File: config.mk
export PLATFORM = sky130hd
export DESIGN_NAME = bk_main
export DESIGN_NICKNAME = d
export VERILOG_FILES = /design/src/common/bk_pkg.sv /design/src/verilog/bk_main.sv /design/src/verilog/debug_unit.sv /design/src/verilog/ram_arbiter.sv /design/src/video/pixel_shifter.sv /design/src/video/sync_gen.sv
export VERILOG_INCLUDE_DIRS = /design/src /design/src/common
export SDC_FILE = /design/constraint.sdc
export NUM_CORES = 1
export LEC_CHECK = 0
export BUFFER_PORTS_ARGS = -buffer_cell sky130_fd_sc_hd__buf_2
export CAP_MARGIN = 20
export CORE_ASPECT_RATIO = 1.5
export CORE_MARGIN = 1.5
export CORE_UTILIZATION = 40
export DETAILED_ROUTE_END_ITERATION = 8
export PLACE_DENSITY = 0.66
export SYNTH_ARGS = -nofsm -noshare
export SYNTH_HDL_FRONTEND = slang
export SYNTH_SLANG_ARGS = --single-unit
File: constraint.sdc
create_clock -name clk25 -period 3.2 [get_ports clk25]
set_input_delay 0.32 -clock clk25 [delete_from_list [all_inputs] [get_ports clk25]]
set_output_delay 0.32 -clock clk25 [all_outputs]
set_load 0.02 [all_outputs]
File: src/common/bk_defines.svh
`ifndef BK_DEFINES_SVH
`define BK_DEFINES_SVH

// ============================================================
// VGA timing, 640x480 frame at 25 MHz pixel clock
// ============================================================
`define BK_H_TOTAL      10'd800
`define BK_H_VISIBLE    10'd512     // BK screen is 512 pixels wide
`define BK_V_TOTAL      10'd525
`define BK_V_VISIBLE    10'd480
`define BK_HS_START     10'd656
`define BK_HS_END       10'd752
`define BK_VS_START     10'd490
`define BK_VS_END       10'd492

// ============================================================
// Memory map
// ============================================================
`define BK_VIDEO_BASE   5'b00001    // Video RAM high address bits
`define BK_ROLL_OFFSET  8'o330      // Roll register value for an unscrolled screen
`define BK_BPT_ADDR     18'h08000   // Debug write here sets the breakpoint

// Button debounce counter width
`define BK_DEBOUNCE_BITS 8

`endif

File: src/common/bk_pkg.sv
package bk_pkg;

    // ============================================================
    // Data and address types
    // ============================================================

    // One RAM or CPU data word
    typedef logic [15:0] word_t;

    // SRAM word address, 256K words
    typedef logic [17:0] ram_addr_t;

    // CPU byte address as seen on the bus
    typedef logic [16:0] cpu_addr_t;

    // ============================================================
    // RAM ownership
    // ============================================================

    // Who drives the SRAM port in the current cycle
    typedef enum logic [1:0] {
        OWNER_IDLE  = 2'd0,
        OWNER_CPU   = 2'd1,
        OWNER_VIDEO = 2'd2,
        OWNER_DEBUG = 2'd3
    } ram_owner_e;

endpackage

File: src/verilog/bk_main.sv
`timescale 1ns/1ps

module bk_main (
    input  logic               clk25,
    input  logic               reset_in,
    input  logic               cpu_pause_i,
    input  logic [7:0]         roll_i,
    input  logic               color_i,
    input  logic               full_screen_i,
    input  logic               enable_bpt_i,
    input  logic               button_i,
    input  logic               cpu_rd_i,
    input  logic               cpu_wt_i,
    input  logic               cpu_byte_i,
    input  logic               cpu_ifetch_i,
    input  bk_pkg::cpu_addr_t  cpu_adr_i,
    input  bk_pkg::word_t      cpu_wdata_i,
    output bk_pkg::word_t      cpu_rdata_o,
    output logic               cpu_reply_o,
    output logic               cpu_ce_o,
    output logic               cpu_rdy_o,
    input  logic               dbg_we_i,
    input  logic               dbg_oe_i,
    input  bk_pkg::ram_addr_t  dbg_addr_i,
    input  bk_pkg::word_t      dbg_wdata_i,
    output bk_pkg::word_t      dbg_rdata_o,
    output bk_pkg::ram_addr_t  ram_addr_o,
    output bk_pkg::word_t      ram_wdata_o,
    output logic               ram_we_n_o,
    output logic               ram_oe_n_o,
    output logic               ram_lb_o,
    output logic               ram_ub_o,
    input  bk_pkg::word_t      ram_rdata_i,
    output bk_pkg::ram_owner_e owner_o,
    output logic               button_db_o,
    output logic               vga_red_o,
    output logic               vga_green_o,
    output logic               vga_blue_o,
    output logic               vga_hs_o,
    output logic               vga_vs_o
);

    logic [9:0] screen_x;
    logic [9:0] screen_y;
    logic       valid;
    logic       valid_full;
    logic       video_load;
    logic       pix_r;
    logic       pix_g;
    logic       pix_b;
    logic       dbg_we;
    logic       dbg_oe;
    logic       bpt_hit;

    // Debug port works only with the CPU paused
    assign dbg_we      = dbg_we_i & cpu_pause_i;
    assign dbg_oe      = dbg_oe_i & cpu_pause_i;
    assign dbg_rdata_o = ram_rdata_i;

    sync_gen u_sync_gen (
        .clk25      (clk25),
        .reset_in   (reset_in),
        .screen_x_o (screen_x),
        .screen_y_o (screen_y),
        .valid_o    (valid),
        .hsync_o    (vga_hs_o),
        .vsync_o    (vga_vs_o)
    );

    pixel_shifter u_pixel_shifter (
        .clk25    (clk25),
        .reset_in (reset_in),
        .load_i   (video_load),
        .data_i   (ram_rdata_i),
        .color_i  (color_i),
        .valid_i  (valid),
        .red_o    (pix_r),
        .green_o  (pix_g),
        .blue_o   (pix_b)
    );

    ram_arbiter u_ram_arbiter (
        .clk25        (clk25),
        .reset_in     (reset_in),
        .screen_x_i   (screen_x),
        .screen_y_i   (screen_y),
        .roll_i       (roll_i),
        .cpu_pause_i  (cpu_pause_i),
        .cpu_rd_i     (cpu_rd_i),
        .cpu_wt_i     (cpu_wt_i),
        .cpu_byte_i   (cpu_byte_i),
        .cpu_adr_i    (cpu_adr_i),
        .cpu_wdata_i  (cpu_wdata_i),
        .cpu_rdata_o  (cpu_rdata_o),
        .cpu_reply_o  (cpu_reply_o),
        .cpu_ce_o     (cpu_ce_o),
        .dbg_we_i     (dbg_we),
        .dbg_oe_i     (dbg_oe),
        .dbg_addr_i   (dbg_addr_i),
        .dbg_wdata_i  (dbg_wdata_i),
        .ram_rdata_i  (ram_rdata_i),
        .ram_addr_o   (ram_addr_o),
        .ram_wdata_o  (ram_wdata_o),
        .ram_we_n_o   (ram_we_n_o),
        .ram_oe_n_o   (ram_oe_n_o),
        .ram_lb_o     (ram_lb_o),
        .ram_ub_o     (ram_ub_o),
        .video_load_o (video_load),
        .owner_o      (owner_o)
    );

    debug_unit u_debug_unit (
        .clk25        (clk25),
        .reset_in     (reset_in),
        .ce_i         (cpu_ce_o),
        .dbg_we_i     (dbg_we),
        .dbg_addr_i   (dbg_addr_i),
        .dbg_wdata_i  (dbg_wdata_i),
        .enable_bpt_i (enable_bpt_i),
        .cpu_rd_i     (cpu_rd_i),
        .cpu_ifetch_i (cpu_ifetch_i),
        .cpu_adr_i    (cpu_adr_i),
        .button_i     (button_i),
        .bpt_hit_o    (bpt_hit),
        .button_db_o  (button_db_o)
    );

    assign cpu_rdy_o = ~bpt_hit;

    // ============================================================
    // Blanking and RGB output register
    // ============================================================

    // Lower region shows only in full screen mode
    assign valid_full = valid && (full_screen_i || (screen_y[8:7] == 2'b00));

    always_ff @(posedge clk25 or posedge reset_in) begin
        if (reset_in) begin
            vga_red_o   <= 1'b0;
            vga_green_o <= 1'b0;
            vga_blue_o  <= 1'b0;
        end else begin
            vga_red_o   <= valid_full & pix_r;
            vga_green_o <= valid_full & pix_g;
            vga_blue_o  <= valid_full & pix_b;
        end
    end

endmodule

File: src/verilog/debug_unit.sv
`timescale 1ns/1ps

`include "bk_defines.svh"

module debug_unit (
    input  logic              clk25,
    input  logic              reset_in,
    input  logic              ce_i,
    input  logic              dbg_we_i,
    input  bk_pkg::ram_addr_t dbg_addr_i,
    input  bk_pkg::word_t     dbg_wdata_i,
    input  logic              enable_bpt_i,
    input  logic              cpu_rd_i,
    input  logic              cpu_ifetch_i,
    input  bk_pkg::cpu_addr_t cpu_adr_i,
    input  logic              button_i,
    output logic              bpt_hit_o,
    output logic              button_db_o
);

    import bk_pkg::*;

    word_t                        bpt_addr;
    logic                         bpt_match;
    logic                         button_q;
    logic                         button_rise;
    logic [`BK_DEBOUNCE_BITS-1:0] db_cnt;

    // ============================================================
    // Breakpoint register and latch
    // ============================================================
    always_ff @(posedge clk25 or posedge reset_in) begin
        if (reset_in) begin
            bpt_addr <= '1;                     // Odd address, never fetched
        end else if (dbg_we_i && (dbg_addr_i == `BK_BPT_ADDR)) begin
            bpt_addr <= dbg_wdata_i;
        end
    end

    assign bpt_match = enable_bpt_i && cpu_rd_i && cpu_ifetch_i
                       && (cpu_adr_i == {1'b0, bpt_addr});

    // Button edge wins over a new match
    always_ff @(posedge clk25 or posedge reset_in) begin
        if (reset_in) begin
            bpt_hit_o <= 1'b0;
        end else if (ce_i) begin
            if (button_rise) begin
                bpt_hit_o <= 1'b0;
            end else if (bpt_match) begin
                bpt_hit_o <= 1'b1;
            end
        end
    end

    // ============================================================
    // Button sampling and debounce
    // ============================================================
    assign button_rise = button_i & ~button_q;

    always_ff @(posedge clk25 or posedge reset_in) begin
        if (reset_in) begin
            button_q <= 1'b0;
            db_cnt   <= '0;
        end else if (ce_i) begin
            button_q <= button_i;
            if (button_rise) begin
                db_cnt <= '1;
            end else if (|db_cnt) begin
                db_cnt <= db_cnt - 1'b1;
            end
        end
    end

    assign button_db_o = |db_cnt;   // High while the counter runs

endmodule

File: src/verilog/ram_arbiter.sv
`timescale 1ns/1ps

`include "bk_defines.svh"

module ram_arbiter (
    input  logic               clk25,
    input  logic               reset_in,
    input  logic [9:0]         screen_x_i,
    input  logic [9:0]         screen_y_i,
    input  logic [7:0]         roll_i,
    input  logic               cpu_pause_i,
    input  logic               cpu_rd_i,
    input  logic               cpu_wt_i,
    input  logic               cpu_byte_i,
    input  bk_pkg::cpu_addr_t  cpu_adr_i,
    input  bk_pkg::word_t      cpu_wdata_i,
    output bk_pkg::word_t      cpu_rdata_o,
    output logic               cpu_reply_o,
    output logic               cpu_ce_o,
    input  logic               dbg_we_i,
    input  logic               dbg_oe_i,
    input  bk_pkg::ram_addr_t  dbg_addr_i,
    input  bk_pkg::word_t      dbg_wdata_i,
    input  bk_pkg::word_t      ram_rdata_i,
    output bk_pkg::ram_addr_t  ram_addr_o,
    output bk_pkg::word_t      ram_wdata_o,
    output logic               ram_we_n_o,
    output logic               ram_oe_n_o,
    output logic               ram_lb_o,
    output logic               ram_ub_o,
    output logic               video_load_o,
    output bk_pkg::ram_owner_e owner_o
);

    import bk_pkg::*;

    logic        ce_cpu;
    logic        video_slot;
    logic        cpu_oe_n;
    logic        cpu_we_n;
    logic        dbg_active;
    logic [7:0]  vga_row;
    logic [12:0] vga_addr;

    // ============================================================
    // CPU clock enable, never next to the video slot
    // ============================================================
    assign video_slot = (screen_x_i[3:0] == 4'h0);
    assign ce_cpu     = ~cpu_pause_i && (screen_x_i[3:0] != 4'hf) && !video_slot;

    assign cpu_ce_o     = ce_cpu;
    assign video_load_o = video_slot;

    // ============================================================
    // CPU exchange cycle
    // ============================================================
    always_ff @(posedge clk25 or posedge reset_in) begin
        if (reset_in) begin
            cpu_oe_n    <= 1'b1;
            cpu_we_n    <= 1'b1;
            cpu_reply_o <= 1'b0;
        end else begin
            cpu_reply_o <= ~cpu_oe_n | ~cpu_we_n;   // Strobe ends this clock
            if (ce_cpu) begin
                // Start only when idle and no reply is out
                cpu_oe_n <= ~cpu_rd_i | cpu_reply_o | ~cpu_oe_n;
                cpu_we_n <= ~cpu_wt_i | cpu_reply_o | ~cpu_we_n;
            end else begin
                cpu_oe_n <= 1'b1;
                cpu_we_n <= 1'b1;
            end
        end
    end

    // Read data captured with the end of the strobe
    always_ff @(posedge clk25) begin
        if (~cpu_oe_n) begin
            cpu_rdata_o <= ram_rdata_i;
        end
    end

    // Screen row with roll applied, then word column
    assign vga_row  = screen_y_i[8:1] - `BK_ROLL_OFFSET + roll_i;
    assign vga_addr = {vga_row, screen_x_i[8:4]};

    // ============================================================
    // Port owner and SRAM multiplexer
    // ============================================================
    assign dbg_active = dbg_we_i | dbg_oe_i;

    always_comb begin
        if (video_slot) begin
            owner_o = OWNER_VIDEO;
        end else if (dbg_active) begin
            owner_o = OWNER_DEBUG;
        end else if (~cpu_oe_n | ~cpu_we_n) begin
            owner_o = OWNER_CPU;
        end else begin
            owner_o = OWNER_IDLE;
        end
    end

    // Lane selects are active low
    always_comb begin
        ram_addr_o  = {2'b00, cpu_adr_i[16:1]};
        ram_wdata_o = cpu_wdata_i;
        ram_we_n_o  = 1'b1;
        ram_oe_n_o  = 1'b1;
        ram_lb_o    = 1'b0;
        ram_ub_o    = 1'b0;
        case (owner_o)
            OWNER_VIDEO: begin
                ram_addr_o = {`BK_VIDEO_BASE, vga_addr};
                ram_oe_n_o = 1'b0;              // Video only reads
            end
            OWNER_DEBUG: begin
                ram_addr_o  = dbg_addr_i;
                ram_wdata_o = dbg_wdata_i;
                ram_we_n_o  = ~dbg_we_i;
                ram_oe_n_o  = dbg_we_i | ~dbg_oe_i;
            end
            OWNER_CPU: begin
                ram_we_n_o = cpu_we_n;
                ram_oe_n_o = cpu_oe_n | ~cpu_we_n;
                ram_lb_o   = cpu_byte_i & cpu_adr_i[0];
                ram_ub_o   = cpu_byte_i & ~cpu_adr_i[0];
            end
            default: ram_oe_n_o = 1'b1;
        endcase
    end

endmodule

File: src/video/pixel_shifter.sv
`timescale 1ns/1ps

module pixel_shifter (
    input  logic          clk25,
    input  logic          reset_in,
    input  logic          load_i,
    input  bk_pkg::word_t data_i,
    input  logic          color_i,
    input  logic          valid_i,
    output logic          red_o,
    output logic          green_o,
    output logic          blue_o
);

    import bk_pkg::*;

    word_t      shift_q;
    logic       phase_q;        // Second clock of a color pixel
    logic [1:0] pair;

    // ============================================================
    // Shift register, LSB goes out first
    // ============================================================
    always_ff @(posedge clk25 or posedge reset_in) begin
        if (reset_in) begin
            shift_q <= '0;
            phase_q <= 1'b0;
        end else if (load_i && valid_i) begin
            shift_q <= data_i;
            phase_q <= 1'b0;
        end else if (!valid_i) begin
            shift_q <= '0;          // Nothing left over into the border
            phase_q <= 1'b0;
        end else if (color_i) begin
            phase_q <= ~phase_q;
            if (phase_q) begin
                shift_q <= {2'b00, shift_q[15:2]};
            end
        end else begin
            shift_q <= {1'b0, shift_q[15:1]};
        end
    end

    assign pair = shift_q[1:0];

    // BK palette in color mode, plain white in mono
    always_comb begin
        if (color_i) begin
            red_o   = (pair == 2'b11);
            green_o = (pair == 2'b10);
            blue_o  = (pair == 2'b01);
        end else begin
            red_o   = shift_q[0];
            green_o = shift_q[0];
            blue_o  = shift_q[0];
        end
    end

endmodule

File: src/video/sync_gen.sv
`timescale 1ns/1ps

`include "bk_defines.svh"

module sync_gen (
    input  logic       clk25,
    input  logic       reset_in,
    output logic [9:0] screen_x_o,
    output logic [9:0] screen_y_o,
    output logic       valid_o,
    output logic       hsync_o,
    output logic       vsync_o
);

    logic [9:0] h_cnt;
    logic [9:0] v_cnt;
    logic       h_last;
    logic       v_last;
    logic       h_visible;
    logic       v_visible;

    assign h_last = (h_cnt == (`BK_H_TOTAL - 10'd1));
    assign v_last = (v_cnt == (`BK_V_TOTAL - 10'd1));

    // ============================================================
    // Pixel and line counters
    // ============================================================
    always_ff @(posedge clk25 or posedge reset_in) begin
        if (reset_in) begin
            h_cnt <= 10'd0;
        end else if (h_last) begin
            h_cnt <= 10'd0;
        end else begin
            h_cnt <= h_cnt + 10'd1;
        end
    end

    // Line counter steps at the end of each line
    always_ff @(posedge clk25 or posedge reset_in) begin
        if (reset_in) begin
            v_cnt <= 10'd0;
        end else if (h_last) begin
            if (v_last) begin
                v_cnt <= 10'd0;
            end else begin
                v_cnt <= v_cnt + 10'd1;
            end
        end
    end

    // ============================================================
    // Sync pulses and visible area
    // ============================================================

    // Both syncs are active low
    assign hsync_o = ~((h_cnt >= `BK_HS_START) && (h_cnt < `BK_HS_END));
    assign vsync_o = ~((v_cnt >= `BK_VS_START) && (v_cnt < `BK_VS_END));

    assign h_visible = (h_cnt < `BK_H_VISIBLE);
    assign v_visible = (v_cnt < `BK_V_VISIBLE);
    assign valid_o   = h_visible && v_visible;

    assign screen_x_o = h_cnt;
    assign screen_y_o = v_cnt;

endmodule
==> results of run 1 <==
-- sequential cells by signal, summed over array words and instances, names as in the netlist, 8 cells and up --
| signal | count |
|---|---|
| u_sync_gen.screen_x_o | 10 |
| u_debug_unit.bpt_addr | 16 |
| u_sync_gen.screen_y_o | 10 |
| u_debug_unit.db_cnt | 8 |
| u_pixel_shifter.shift_q | 16 |
| u_ram_arbiter.cpu_rdata_o | 16 |
-- where the power goes --
part	total (mW)	switching, mW	internal (mW)
combinational	0.481	0.280	0.201
clock	0.968	0.422	0.546
sequential	1.19	0.0367	1.15
total	2.64	0.739	1.90
-- cells in the final DEF, fill, tap and decap left out, types with 2 or more instances in the layout --
master     count
xnor2_1       15
nor2_1        48
a211oi_1      14
and2_1         6
clkbuf_1       2
nand3_1       13
nand2_1       37
clkinv_2       2
mux2i_1       28
and3_1         4
nand4_1        6
o21ai_0       23
nor3b_2        2
nor4b_1        3
dfrtp_1       51
inv_1         23
or3_1          4
dfstp_2       18
buf_2        184
nand2b_1       2
or2_2          2
nor4_1         8
a21oi_2        2
a21oi_1       23
buf_4          8
o211ai_1       2
nor3_1         7
xor2_1        25
a31oi_1        5
nand4b_1       2
clkbuf_16      9
edfxtp_1      16
o21bai_1       2
ha_1          18
mux2_2        35
-- synth_stat cells (all sizes together), types with 2 or more instances --
| cell type | instances | area share (%) |
|---|---|---|
| a211oi | 15 | 2.2 |
| a21oi | 25 | 2.6 |
| a31oi | 5 | 0.62 |
| and2 | 7 | 0.91 |
| and3 | 5 | 0.72 |
| buf | 28 | 3.7 |
| clkbuf | 8 | 0.59 |
| dfrtp | 51 | 25 |
| dfstp | 18 | 9.3 |
| edfxtp | 16 | 9.5 |
| ha | 18 | 4.4 |
| inv | 24 | 1.8 |
| mux2 | 35 | 7.8 |
| mux2i | 28 | 5.5 |
| nand2 | 37 | 2.7 |
| nand2b | 2 | 0.25 |
| nand3 | 13 | 1.3 |
| nand4 | 6 | 0.74 |
| nand4b | 2 | 0.35 |
| nor2 | 49 | 3.7 |
| nor3 | 7 | 0.69 |
| nor3b | 2 | 0.30 |
| nor4 | 8 | 0.99 |
| nor4b | 3 | 0.52 |
| o211ai | 2 | 0.30 |
| o21ai | 24 | 2.4 |
| o21bai | 2 | 0.30 |
| or2 | 2 | 0.25 |
| or3 | 4 | 0.49 |
| or3b | 2 | 0.39 |
| xnor2 | 15 | 2.6 |
| xor2 | 25 | 4.3 |
-- worst max-delay path: cells and delay by family (launching register included) --
family,cells,cell delay [ps]
adders and majority gates,3,990
AOI/OAI and AO/OA,4,660
DFF,1,430
buffers and inverters,1,190
xor gates and xnor gates,1,100
-- through the flow --
step                hold WS (ps)  instance area (um^2)
floorplan                    389                  5070
global placement             416                  6050
detailed placement           431                  6050
CTS                         63.7                  6320
global route                 103                  6320
finish                      48.0                  6320
-- final cells by class --
class	count	area (um^2)
Fill cell	1221	6130
Multi-Input combinational cell	358	2550
Sequential cell	85	2230
Timing Repair Buffer	192	981
Clock buffer	12	246
Tap cell	156	195
Inverter	24	90.1
Clock inverter	4	23.8
-- metal layers --
layer  wire, um  up-vias
li1           -     2090
met1       4970     2031
met2       6720      158
met3        750       30
met4        359        0
met5          0        -
-- repair_timing --
item                       in CTS  in global routing
setup endpoints to repair       0                  1
hold buffers                    0                  0
gates resized for setup         0                  1
-- logic make-up after synthesis --
| group | share of synthesized area, % |
|---|---|
| adders and majority gates | 4.83 |
| AOI/OAI and AO/OA | 9.65 |
| xor gates and xnor gates | 6.91 |
| DFF | 44.0 |
| muxes | 13.3 |
| buffers and inverters | 6.04 |
| and+or+nand+nor | 15.3 |
-- worst paths after layout --
kind	startpoint	slack (ps)	depth (start not counted)	endpoint
worst max-delay path	u_sync_gen.screen_y_o[2]	190	9	ram_addr_o[12]
worst min-delay path	reset_in	50	2	u_debug_unit.button_q
worst max register to register	u_sync_gen.screen_x_o[0]	970	8	u_debug_unit.db_cnt[4]
worst min register to register	u_debug_unit.button_q	470	2	u_debug_unit.button_q
max in group asynchronous	reset_in	2340	3	u_debug_unit.bpt_addr[11]
min in group clk25	cpu_wt_i	140	2	u_ram_arbiter.cpu_we_n
==> results.py, run 1 <==
metrics = {
    "sta": {
        "maxSlewViolCount": 0,
        "grt_setup_unrepaired": "false",
        "timing.final.crit_share_pct": 94.0,
        "skew_ps": 3.82,
        "finalSetupViolCount": 0,
        "setup-tns-final_ps": 0,
        "slew_headroom_pct": 54.6,
        "setup_slack_ps": 192,
        "worst_pin_slew_ps": 681,
        "period_minus_slack_ps": 3010,
        "hold_viol": 0,
        "timing.fmax_ghz": 0.332,
    },
    "place": {
        "dp.cells": 815,
        "dp_hpwl_mm": 10.1,
        "gp_congestion": 0.858,
        "place_ws_ps": 491,
        "io_buffers": 184,
    },
    "setup_path": {
        "cp_slowest_stage_delay_ps": 440,
        "path_class": "reg2out",
        "slowest_stage": "fa_1",
        "cpMostUsedCell": "ha_1",
        "crit_fanout": 5,
        "end_kind": "output pin",
        "path_cells": "ha_1 > ha_1 > fa_1 > a211oi_2 > o21bai_1 > a21oi_1 > xnor2_1 > o21ai_0 > buf_2",
        "cp-start-kind": "flip-flop",
        "cp.required_ps": 2880,
        "crit_arrival_ps": 2690,
    },
    "clock_tree": {
        "clockBufferDepth": 2,
        "clock_latency_ps": 340,
        "clock-root-buffer": "clkbuf_16",
        "cts_max_level": 3,
        "cts_tree": "yes",
        "cts_buffers": 9,
        "cts_setup_buffers": 0,
        "clk_pin_slew_ps": 60,
        "clock-sinks": 85,
    },
    "die": {
        "die_h_um": 141,
        "dieArea_um2": 13400,
        "io_pins": 185,
        "chipWidth_um": 94.9,
        "row_count": 50,
        "core_area_um2": 12400,
        "start_util_pct": 40.7,
    },
    "global_route": {
        "grt_usage_pct": 20.0,
        "grt_busiest_layer": "met2",
        "grt_util_met3_pct": 4.42,
        "overflow": 0,
        "grt_start_max_net_pins": 31,
        "antenna_found_initial": 0,
        "grtUsageMet2_pct": 35.5,
        "grt_pass1_vias": 4322,
        "grtUsageMet1_pct": 22.7,
        "grt_pass1_wl_mm": 20.7,
    },
    "synthesis": {
        "synth_area_um2": 5070,
        "synth-seq-cells": 85,
        "synth_flop_cell": "dfrtp_1",
        "synth_edf_count": 16,
        "netlist_instances": 503,
        "yosys_warnings": 0,
        "synth.distinct_cells": 55,
        "seq_area_frac_synth_pct": 44.0,
        "syn_nets": 626,
        "avgSynthCellArea_um2": 10.1,
        "synthArstFlopShare_pct": 81.2,
    },
    "route": {
        "drt_iter0_markers": 110,
        "wl_per_cell_um": 15.4,
        "viasPerCell": 5.19,
        "dr.pass1.iters": 4,
        "drcViolationCount": 0,
        "num_vias": 4309,
        "final_antenna_net_count": 0,
        "wirelength_mm": 12.8,
    },
    "cells_and_area": {
        "drive_above_1_share_pct": 40.3,
        "diodes": 0,
        "stdcell_count": 831,
        "area_delta_synth_final_pct": 24.6,
        "fin_util_pct": 50.8,
        "nets": 793,
    },
    "power_and_ir_drop": {
        "power_density_nw_per_um2": 417,
        "p_leak_nw": 3.05,
        "ir_drop_mv": 0.231,
        "p_total_mw": 2.64,
    },
    "min_path": {
        "hold_path.class": "in2async",
    },
    "status": {
        "status": "finished clean",
    },
    "job": {
        "drv_cap": 0,
    },
}
Power figures use the tool's default switching activity.
==> inputs of run 2 (changes only) <==
--- a/config.mk
+++ b/config.mk
@@ -9,4 +9,3 @@
 export BUFFER_PORTS_ARGS = -buffer_cell sky130_fd_sc_hd__buf_2
-export CAP_MARGIN = 20
-export CORE_ASPECT_RATIO = 1.5
+export CAP_MARGIN = 10
 export CORE_MARGIN = 1.5
--- a/constraint.sdc
+++ b/constraint.sdc
@@ -3,2 +3,2 @@
 set_output_delay 0.32 -clock clk25 [all_outputs]
-set_load 0.02 [all_outputs]
+set_load 0.005 [all_outputs]
==> run 2 against run 1 <==
- count of clock-buffer cells in the layout shrank 2
- critical path depth is the same
- clock skew grew 2.3 ps
- flip-flop and latch count is the same
- combinational power shrank 16%
- register-to-register slack lost 90 ps
- maximum frequency grew 2.0%
- first-iteration DRC count grew 98%
- total power grew 2.5%
- final cell count grew 1.3%
- via count grew 0.58%
- wire length is essentially flat
- critical endpoint unchanged
- largest power group unchanged
==> results.py, run 2 (synthesized netlist as in run 1, its figures left out) <==
metrics = {
    "status": {
        "status": "finished clean",
    },
    "cells_and_area": {
        "drive_above_1_share_pct": 40.2,
        "area_delta_synth_final_pct": 25.7,
        "final_common_cell": "buf_2",
        "final_cell_mix": "buf_2 (184), dfrtp_1 (51), nor2_1 (48)",
        "diodes": 0,
        "stdcell_count": 842,
        "reg_top3": "u_debug_unit.bpt_addr: 16 flops, u_pixel_shifter.shift_q: 16 flops, u_ram_arbiter.cpu_rdata_o: 16 flops",
        "fin_area_um2": 6370,
        "fillerInstances": 1149,
        "nets": 792,
        "fin_util_pct": 52.2,
    },
    "route": {
        "dr.pass1.iters": 4,
        "drt_iter0_markers": 218,
        "viasPerCell": 5.15,
        "drcViolationCount": 0,
        "final_antenna_net_count": 0,
        "wl_per_cell_um": 15.2,
        "wirelength_mm": 12.8,
        "num_vias": 4334,
    },
    "sta": {
        "worst_pin_slew_ps": 1060,
        "slew_headroom_pct": 29.6,
        "hold_viol": 0,
        "setup-tns-final_ps": 0,
        "timing.fmax_ghz": 0.339,
        "grt_setup_unrepaired": "false",
        "finalSetupViolCount": 0,
        "maxSlewViolCount": 0,
        "timing.final.crit_share_pct": 92.2,
        "skew_ps": 6.17,
        "hold_slack_ps": 154,
        "period_minus_slack_ps": 2950,
    },
    "die": {
        "row_count": 40,
        "dieArea_um2": 13400,
        "core_area_um2": 12200,
        "die_h_um": 116,
        "io_pins": 185,
        "start_util_pct": 41.5,
        "chipWidth_um": 116,
    },
    "clock_tree": {
        "clk_pin_slew_ps": 60,
        "cts_buffers": 9,
        "cts_max_level": 3,
        "clock-root-buffer": "clkbuf_16",
        "clock_latency_ps": 330,
        "cts_tree": "yes",
        "clock-sinks": 85,
        "holdBufCountCts": 0,
        "clockBufferDepth": 2,
    },
    "min_path": {
        "hold_path.class": "in2reg",
    },
    "power_and_ir_drop": {
        "p_int_mw": 2.03,
        "p_sw_share_pct": 24.8,
        "p_seq_share_pct": 44.0,
        "pwr-share-clk_pct": 41.1,
        "p_leak_nw": 3.06,
        "ir_drop_mv": 0.206,
        "power_density_nw_per_um2": 424,
        "p_sw_mw": 0.672,
        "pwr-share-comb_pct": 14.9,
    },
    "global_route": {
        "grt_start_max_net_pins": 51,
        "antenna_found_initial": 0,
        "overflow": 0,
        "grt_pass1_wl_mm": 20.2,
        "grt_pass1_vias": 4245,
        "grt_usage_pct": 19.5,
    },
    "place": {
        "io_buffers": 184,
        "gp_congestion": 0.879,
        "dp_hpwl_mm": 9.84,
        "dpl_cell_area_um2": 6050,
        "dp.cells": 826,
    },
    "setup_path": {
        "crit_fanout": 5,
        "end_kind": "output pin",
        "cp-start-kind": "flip-flop",
        "cp.required_ps": 2880,
        "crit_arrival_ps": 2630,
        "path_class": "reg2out",
    },
    "job": {
        "drv_cap": 0,
    },
}
[run 2: changes by cell type in the layout (fill, tap and decap cells not counted)]
cell        change
clkbuf_8        -1
clkbuf_1        -1
clkinv_1        +1
bufinv_16       +2
clkinvlp_4      +1
clkinv_4        +1
inv_4           -1
buf_4           -1
clkinv_2        -2
[run 2: per-stage QoR]
stage          power (mW)  setup WS (ps)
2_1_floorplan        1.43            808
3_3_place_gp         1.60            622
3_5_place_dp         1.61            574
4_1_cts              2.74            198
5_1_grt              2.83           53.7
6_report             2.70            251
[run 2: power groups by stage]
stage               combinational [mW]  clock (mW)  sequential (mW)
finish                           0.402        1.11             1.19
floorplan                        0.228           0             1.20
detailed placement               0.406           0             1.21
CTS                              0.408        1.14             1.19
global placement                 0.394           0             1.21
global route                     0.449        1.18             1.20
[run 2: layout make-up]
cell class,count,area (um^2),area share [%]
clock inverter,6,87.6,1.37
multi-input combinational,358,2550,40.1
inverter,24,90.1,1.41
timing repair buffer,191,973,15.3
tap,168,210,3.30
sequential,85,2230,35.0
clock buffer,10,229,3.59
[run 2: metal layers]
layer	track usage [%]	routed length (um)
met1	24.2	5550
met2	33.6	6420
met3	5.13	654
met4	5.77	170
met5	0	0
[run 2: critical path, cell delays in order, from the launching register on]
cell and delay [ps]:
dfrtp_1 430, ha_1 290, ha_1 220, fa_1 440
a211oi_2 240, o21bai_1 110, a21oi_1 190, xnor2_1 90
o21ai_0 150, buf_2 140
[run 2: path summary, 6_finish.rpt]
path | start | to | slack (ps) | cells past startpoint
min in group asynchronous | reset_in | u_debug_unit.db_cnt[0] | 250 | 2
max in group asynchronous | reset_in | u_pixel_shifter.shift_q[15] | 2080 | 3
max | u_sync_gen.screen_y_o[2] | ram_addr_o[12] | 250 | 9
min | cpu_wt_i | u_ram_arbiter.cpu_we_n | 150 | 2
max reg2reg | u_sync_gen.screen_x_o[0] | u_debug_unit.db_cnt[4] | 880 | 8
min reg2reg | u_ram_arbiter.cpu_oe_n | u_ram_arbiter.cpu_oe_n | 480 | 1
[run 2: what timing repair did]
item | in CTS | in global routing
setup buffers | 0 | 0
setup endpoints to repair | 0 | 1
gates resized for setup | 0 | 1
==> inputs of run 3 (changes only) <==
RECOVER_POWER = 50   (was not set)
==> run 3 against run 2 <==
- the run now ends with capacitance limit, slew limit left
- non-clock buffer count is the same
- sequential power hardly changed
- largest cell class unchanged
- critical endpoint unchanged
- clock skew about the same
==> results.py, run 3 (synthesized netlist as in run 1, its figures left out) <==
metrics = {
    "status": {
        "status": "complete, but fails checks",
        "violations": "capacitance limit, slew limit",
    },
    "sta": {
        "hold_viol": 0,
        "worst_pin_slew_ps": 1890,
        "maxSlewViolCount": 51,
        "period_minus_slack_ps": 2960,
        "finalSetupViolCount": 0,
        "grt_setup_unrepaired": "false",
        "timing.fmax_ghz": 0.338,
        "setup-tns-final_ps": 0,
        "timing.final.crit_share_pct": 92.6,
        "skew_ps": 6.52,
        "slew_headroom_pct": -26.3,
    },
    "global_route": {
        "grt_pass1_vias": 4245,
        "antenna_found_initial": 0,
        "grt_start_max_net_pins": 51,
        "grt_usage_pct": 19.5,
        "grt_pass1_wl_mm": 20.2,
        "overflow": 0,
    },
    "setup_path": {
        "regToRegStartpoint": "u_sync_gen.screen_x_o[0]",
        "rrSetupSlack_ps": 900,
        "cpMostUsedCell": "ha_1",
        "path_cells": "ha_1 > ha_1 > fa_1 > a211oi_2 > o21bai_1 > a21oi_1 > xnor2_1 > o21ai_0 > buf_2",
        "cp.required_ps": 2880,
        "cp-start-kind": "flip-flop",
        "cp_slowest_stage_delay_ps": 430,
        "r2r-end": "u_debug_unit.db_cnt[4]",
        "slowest_stage": "dfrtp_1",
        "crit_fanout": 5,
        "reg2reg_depth": 8,
        "end_kind": "output pin",
        "path_class": "reg2out",
        "crit_arrival_ps": 2640,
    },
    "route": {
        "drcViolationCount": 0,
        "num_vias": 4341,
        "drt_iter0_markers": 182,
        "final_antenna_net_count": 0,
        "wl_per_cell_um": 15.2,
        "dr.pass1.iters": 4,
        "wirelength_mm": 12.8,
        "viasPerCell": 5.16,
    },
    "die": {
        "row_count": 40,
        "core_area_um2": 12200,
        "dieArea_um2": 13400,
        "start_util_pct": 41.5,
        "die_h_um": 116,
        "chipWidth_um": 116,
        "io_pins": 185,
    },
    "power_and_ir_drop": {
        "ir_drop_mv": 0.212,
        "p_leak_nw": 2.97,
        "power_density_nw_per_um2": 427,
    },
    "place": {
        "dp_hpwl_mm": 9.84,
        "dpl_cell_area_um2": 6050,
        "gp_congestion": 0.879,
        "io_buffers": 184,
    },
    "min_path": {
        "hold_depth": 2,
        "hold_path.class": "in2reg",
        "hold_start": "cpu_wt_i",
        "hold_end": "u_ram_arbiter.cpu_we_n",
    },
    "cells_and_area": {
        "seq_area_um2": 2230,
        "drive_above_1_share_pct": 34.7,
        "fin_area_um2": 6330,
        "fillerInstances": 1163,
        "final_cell_mix": "buf_2 (142), dfrtp_1 (51), nor2_1 (48)",
        "diodes": 0,
        "final_common_cell": "buf_2",
        "nets": 792,
        "reg_top3": "u_debug_unit.bpt_addr: 16 flops, u_pixel_shifter.shift_q: 16 flops, u_ram_arbiter.cpu_rdata_o: 16 flops",
        "multiInputGateArea_um2": 2550,
        "area_delta_synth_final_pct": 24.8,
    },
    "clock_tree": {
        "cts_buffers": 9,
        "cts_setup_buffers": 0,
        "clock-root-buffer": "clkbuf_16",
        "clock_latency_ps": 340,
        "clockBufferDepth": 2,
        "cts_tree": "yes",
        "clock-sinks": 85,
        "cts_max_level": 3,
        "clk_pin_slew_ps": 60,
    },
    "job": {
        "drv_cap": 1,
    },
}
[run 3: changes by cell type in the layout (fill, tap and decap cells not counted)]
cell,before,now
inv_2,1,0
clkbuf_1,1,36
dfstp_1,0,1
buf_2,184,142
buf_4,7,6
inv_1,23,24
clkbuf_2,0,8
dfstp_2,18,17
[run 3: worst max-delay path by stage]
stage | start | end | slack, ps | cells past startpoint
2_1_floorplan | u_sync_gen.screen_y_o[2] | ram_addr_o[12] | 810 | 8
3_3_place_gp | roll_i[1] | ram_addr_o[12] | 620 | 10
3_5_place_dp | roll_i[1] | ram_addr_o[12] | 570 | 10
4_1_cts | u_sync_gen.screen_y_o[2] | ram_addr_o[12] | 200 | 9
5_1_grt | u_sync_gen.screen_y_o[2] | ram_addr_o[12] | 50 | 9
6_report | u_sync_gen.screen_y_o[2] | ram_addr_o[12] | 240 | 9
[run 3: per-layer routing]
layer	part of all wire, %	wire, um	GRT usage [%]
met5	0	0	0
met4	1.6	209	5.77
met3	5.7	736	5.13
met2	50	6360	33.6
met1	43	5530	24.2
[run 3: timing repair]
| item | CTS | global route |
|---|---|---|
| setup endpoints to repair | 0 | 1 |
| hold buffers | 0 | 0 |
| gates resized for setup | 0 | 1 |
[run 3: where the power goes]
group | internal (mW) | switching [mW] | leakage, nW
Combinational | 0.190 | 0.206 | 1.87
Clock | 0.683 | 0.435 | 0.146
Sequential | 1.15 | 0.0376 | 0.953
Total | 2.03 | 0.678 | 2.97
[run 3: critical path: cells and delay by family (launching register included)]
kind	cells	cell delay (ps)
buf+inv	1	140
xor+xnor	1	90
flops	1	430
fa+ha+maj	3	940
compound gates	4	700
[run 3: layout make-up]
class,instances,share of cell area [%]
multi-input cells,358,40.4
flip-flops and latches,85,35.2
repair buffers,191,14.7
clock buffers,10,3.62
well taps,168,3.32
inverters,24,1.42
clock inverters,6,1.38
[run 3: per-stage QoR]
step,utilization (%),instances,hold slack [ps],setup slack (ps),power [mW]
2_1_floorplan,-,503,389,808,1.43
3_5_place_dp,49.6,826,463,574,1.61
5_1_grt,51.8,842,142,53.7,2.82
4_1_cts,52.2,842,140,198,2.74
6_report,51.8,842,149,238,2.70
3_3_place_gp,49.6,826,456,622,1.60
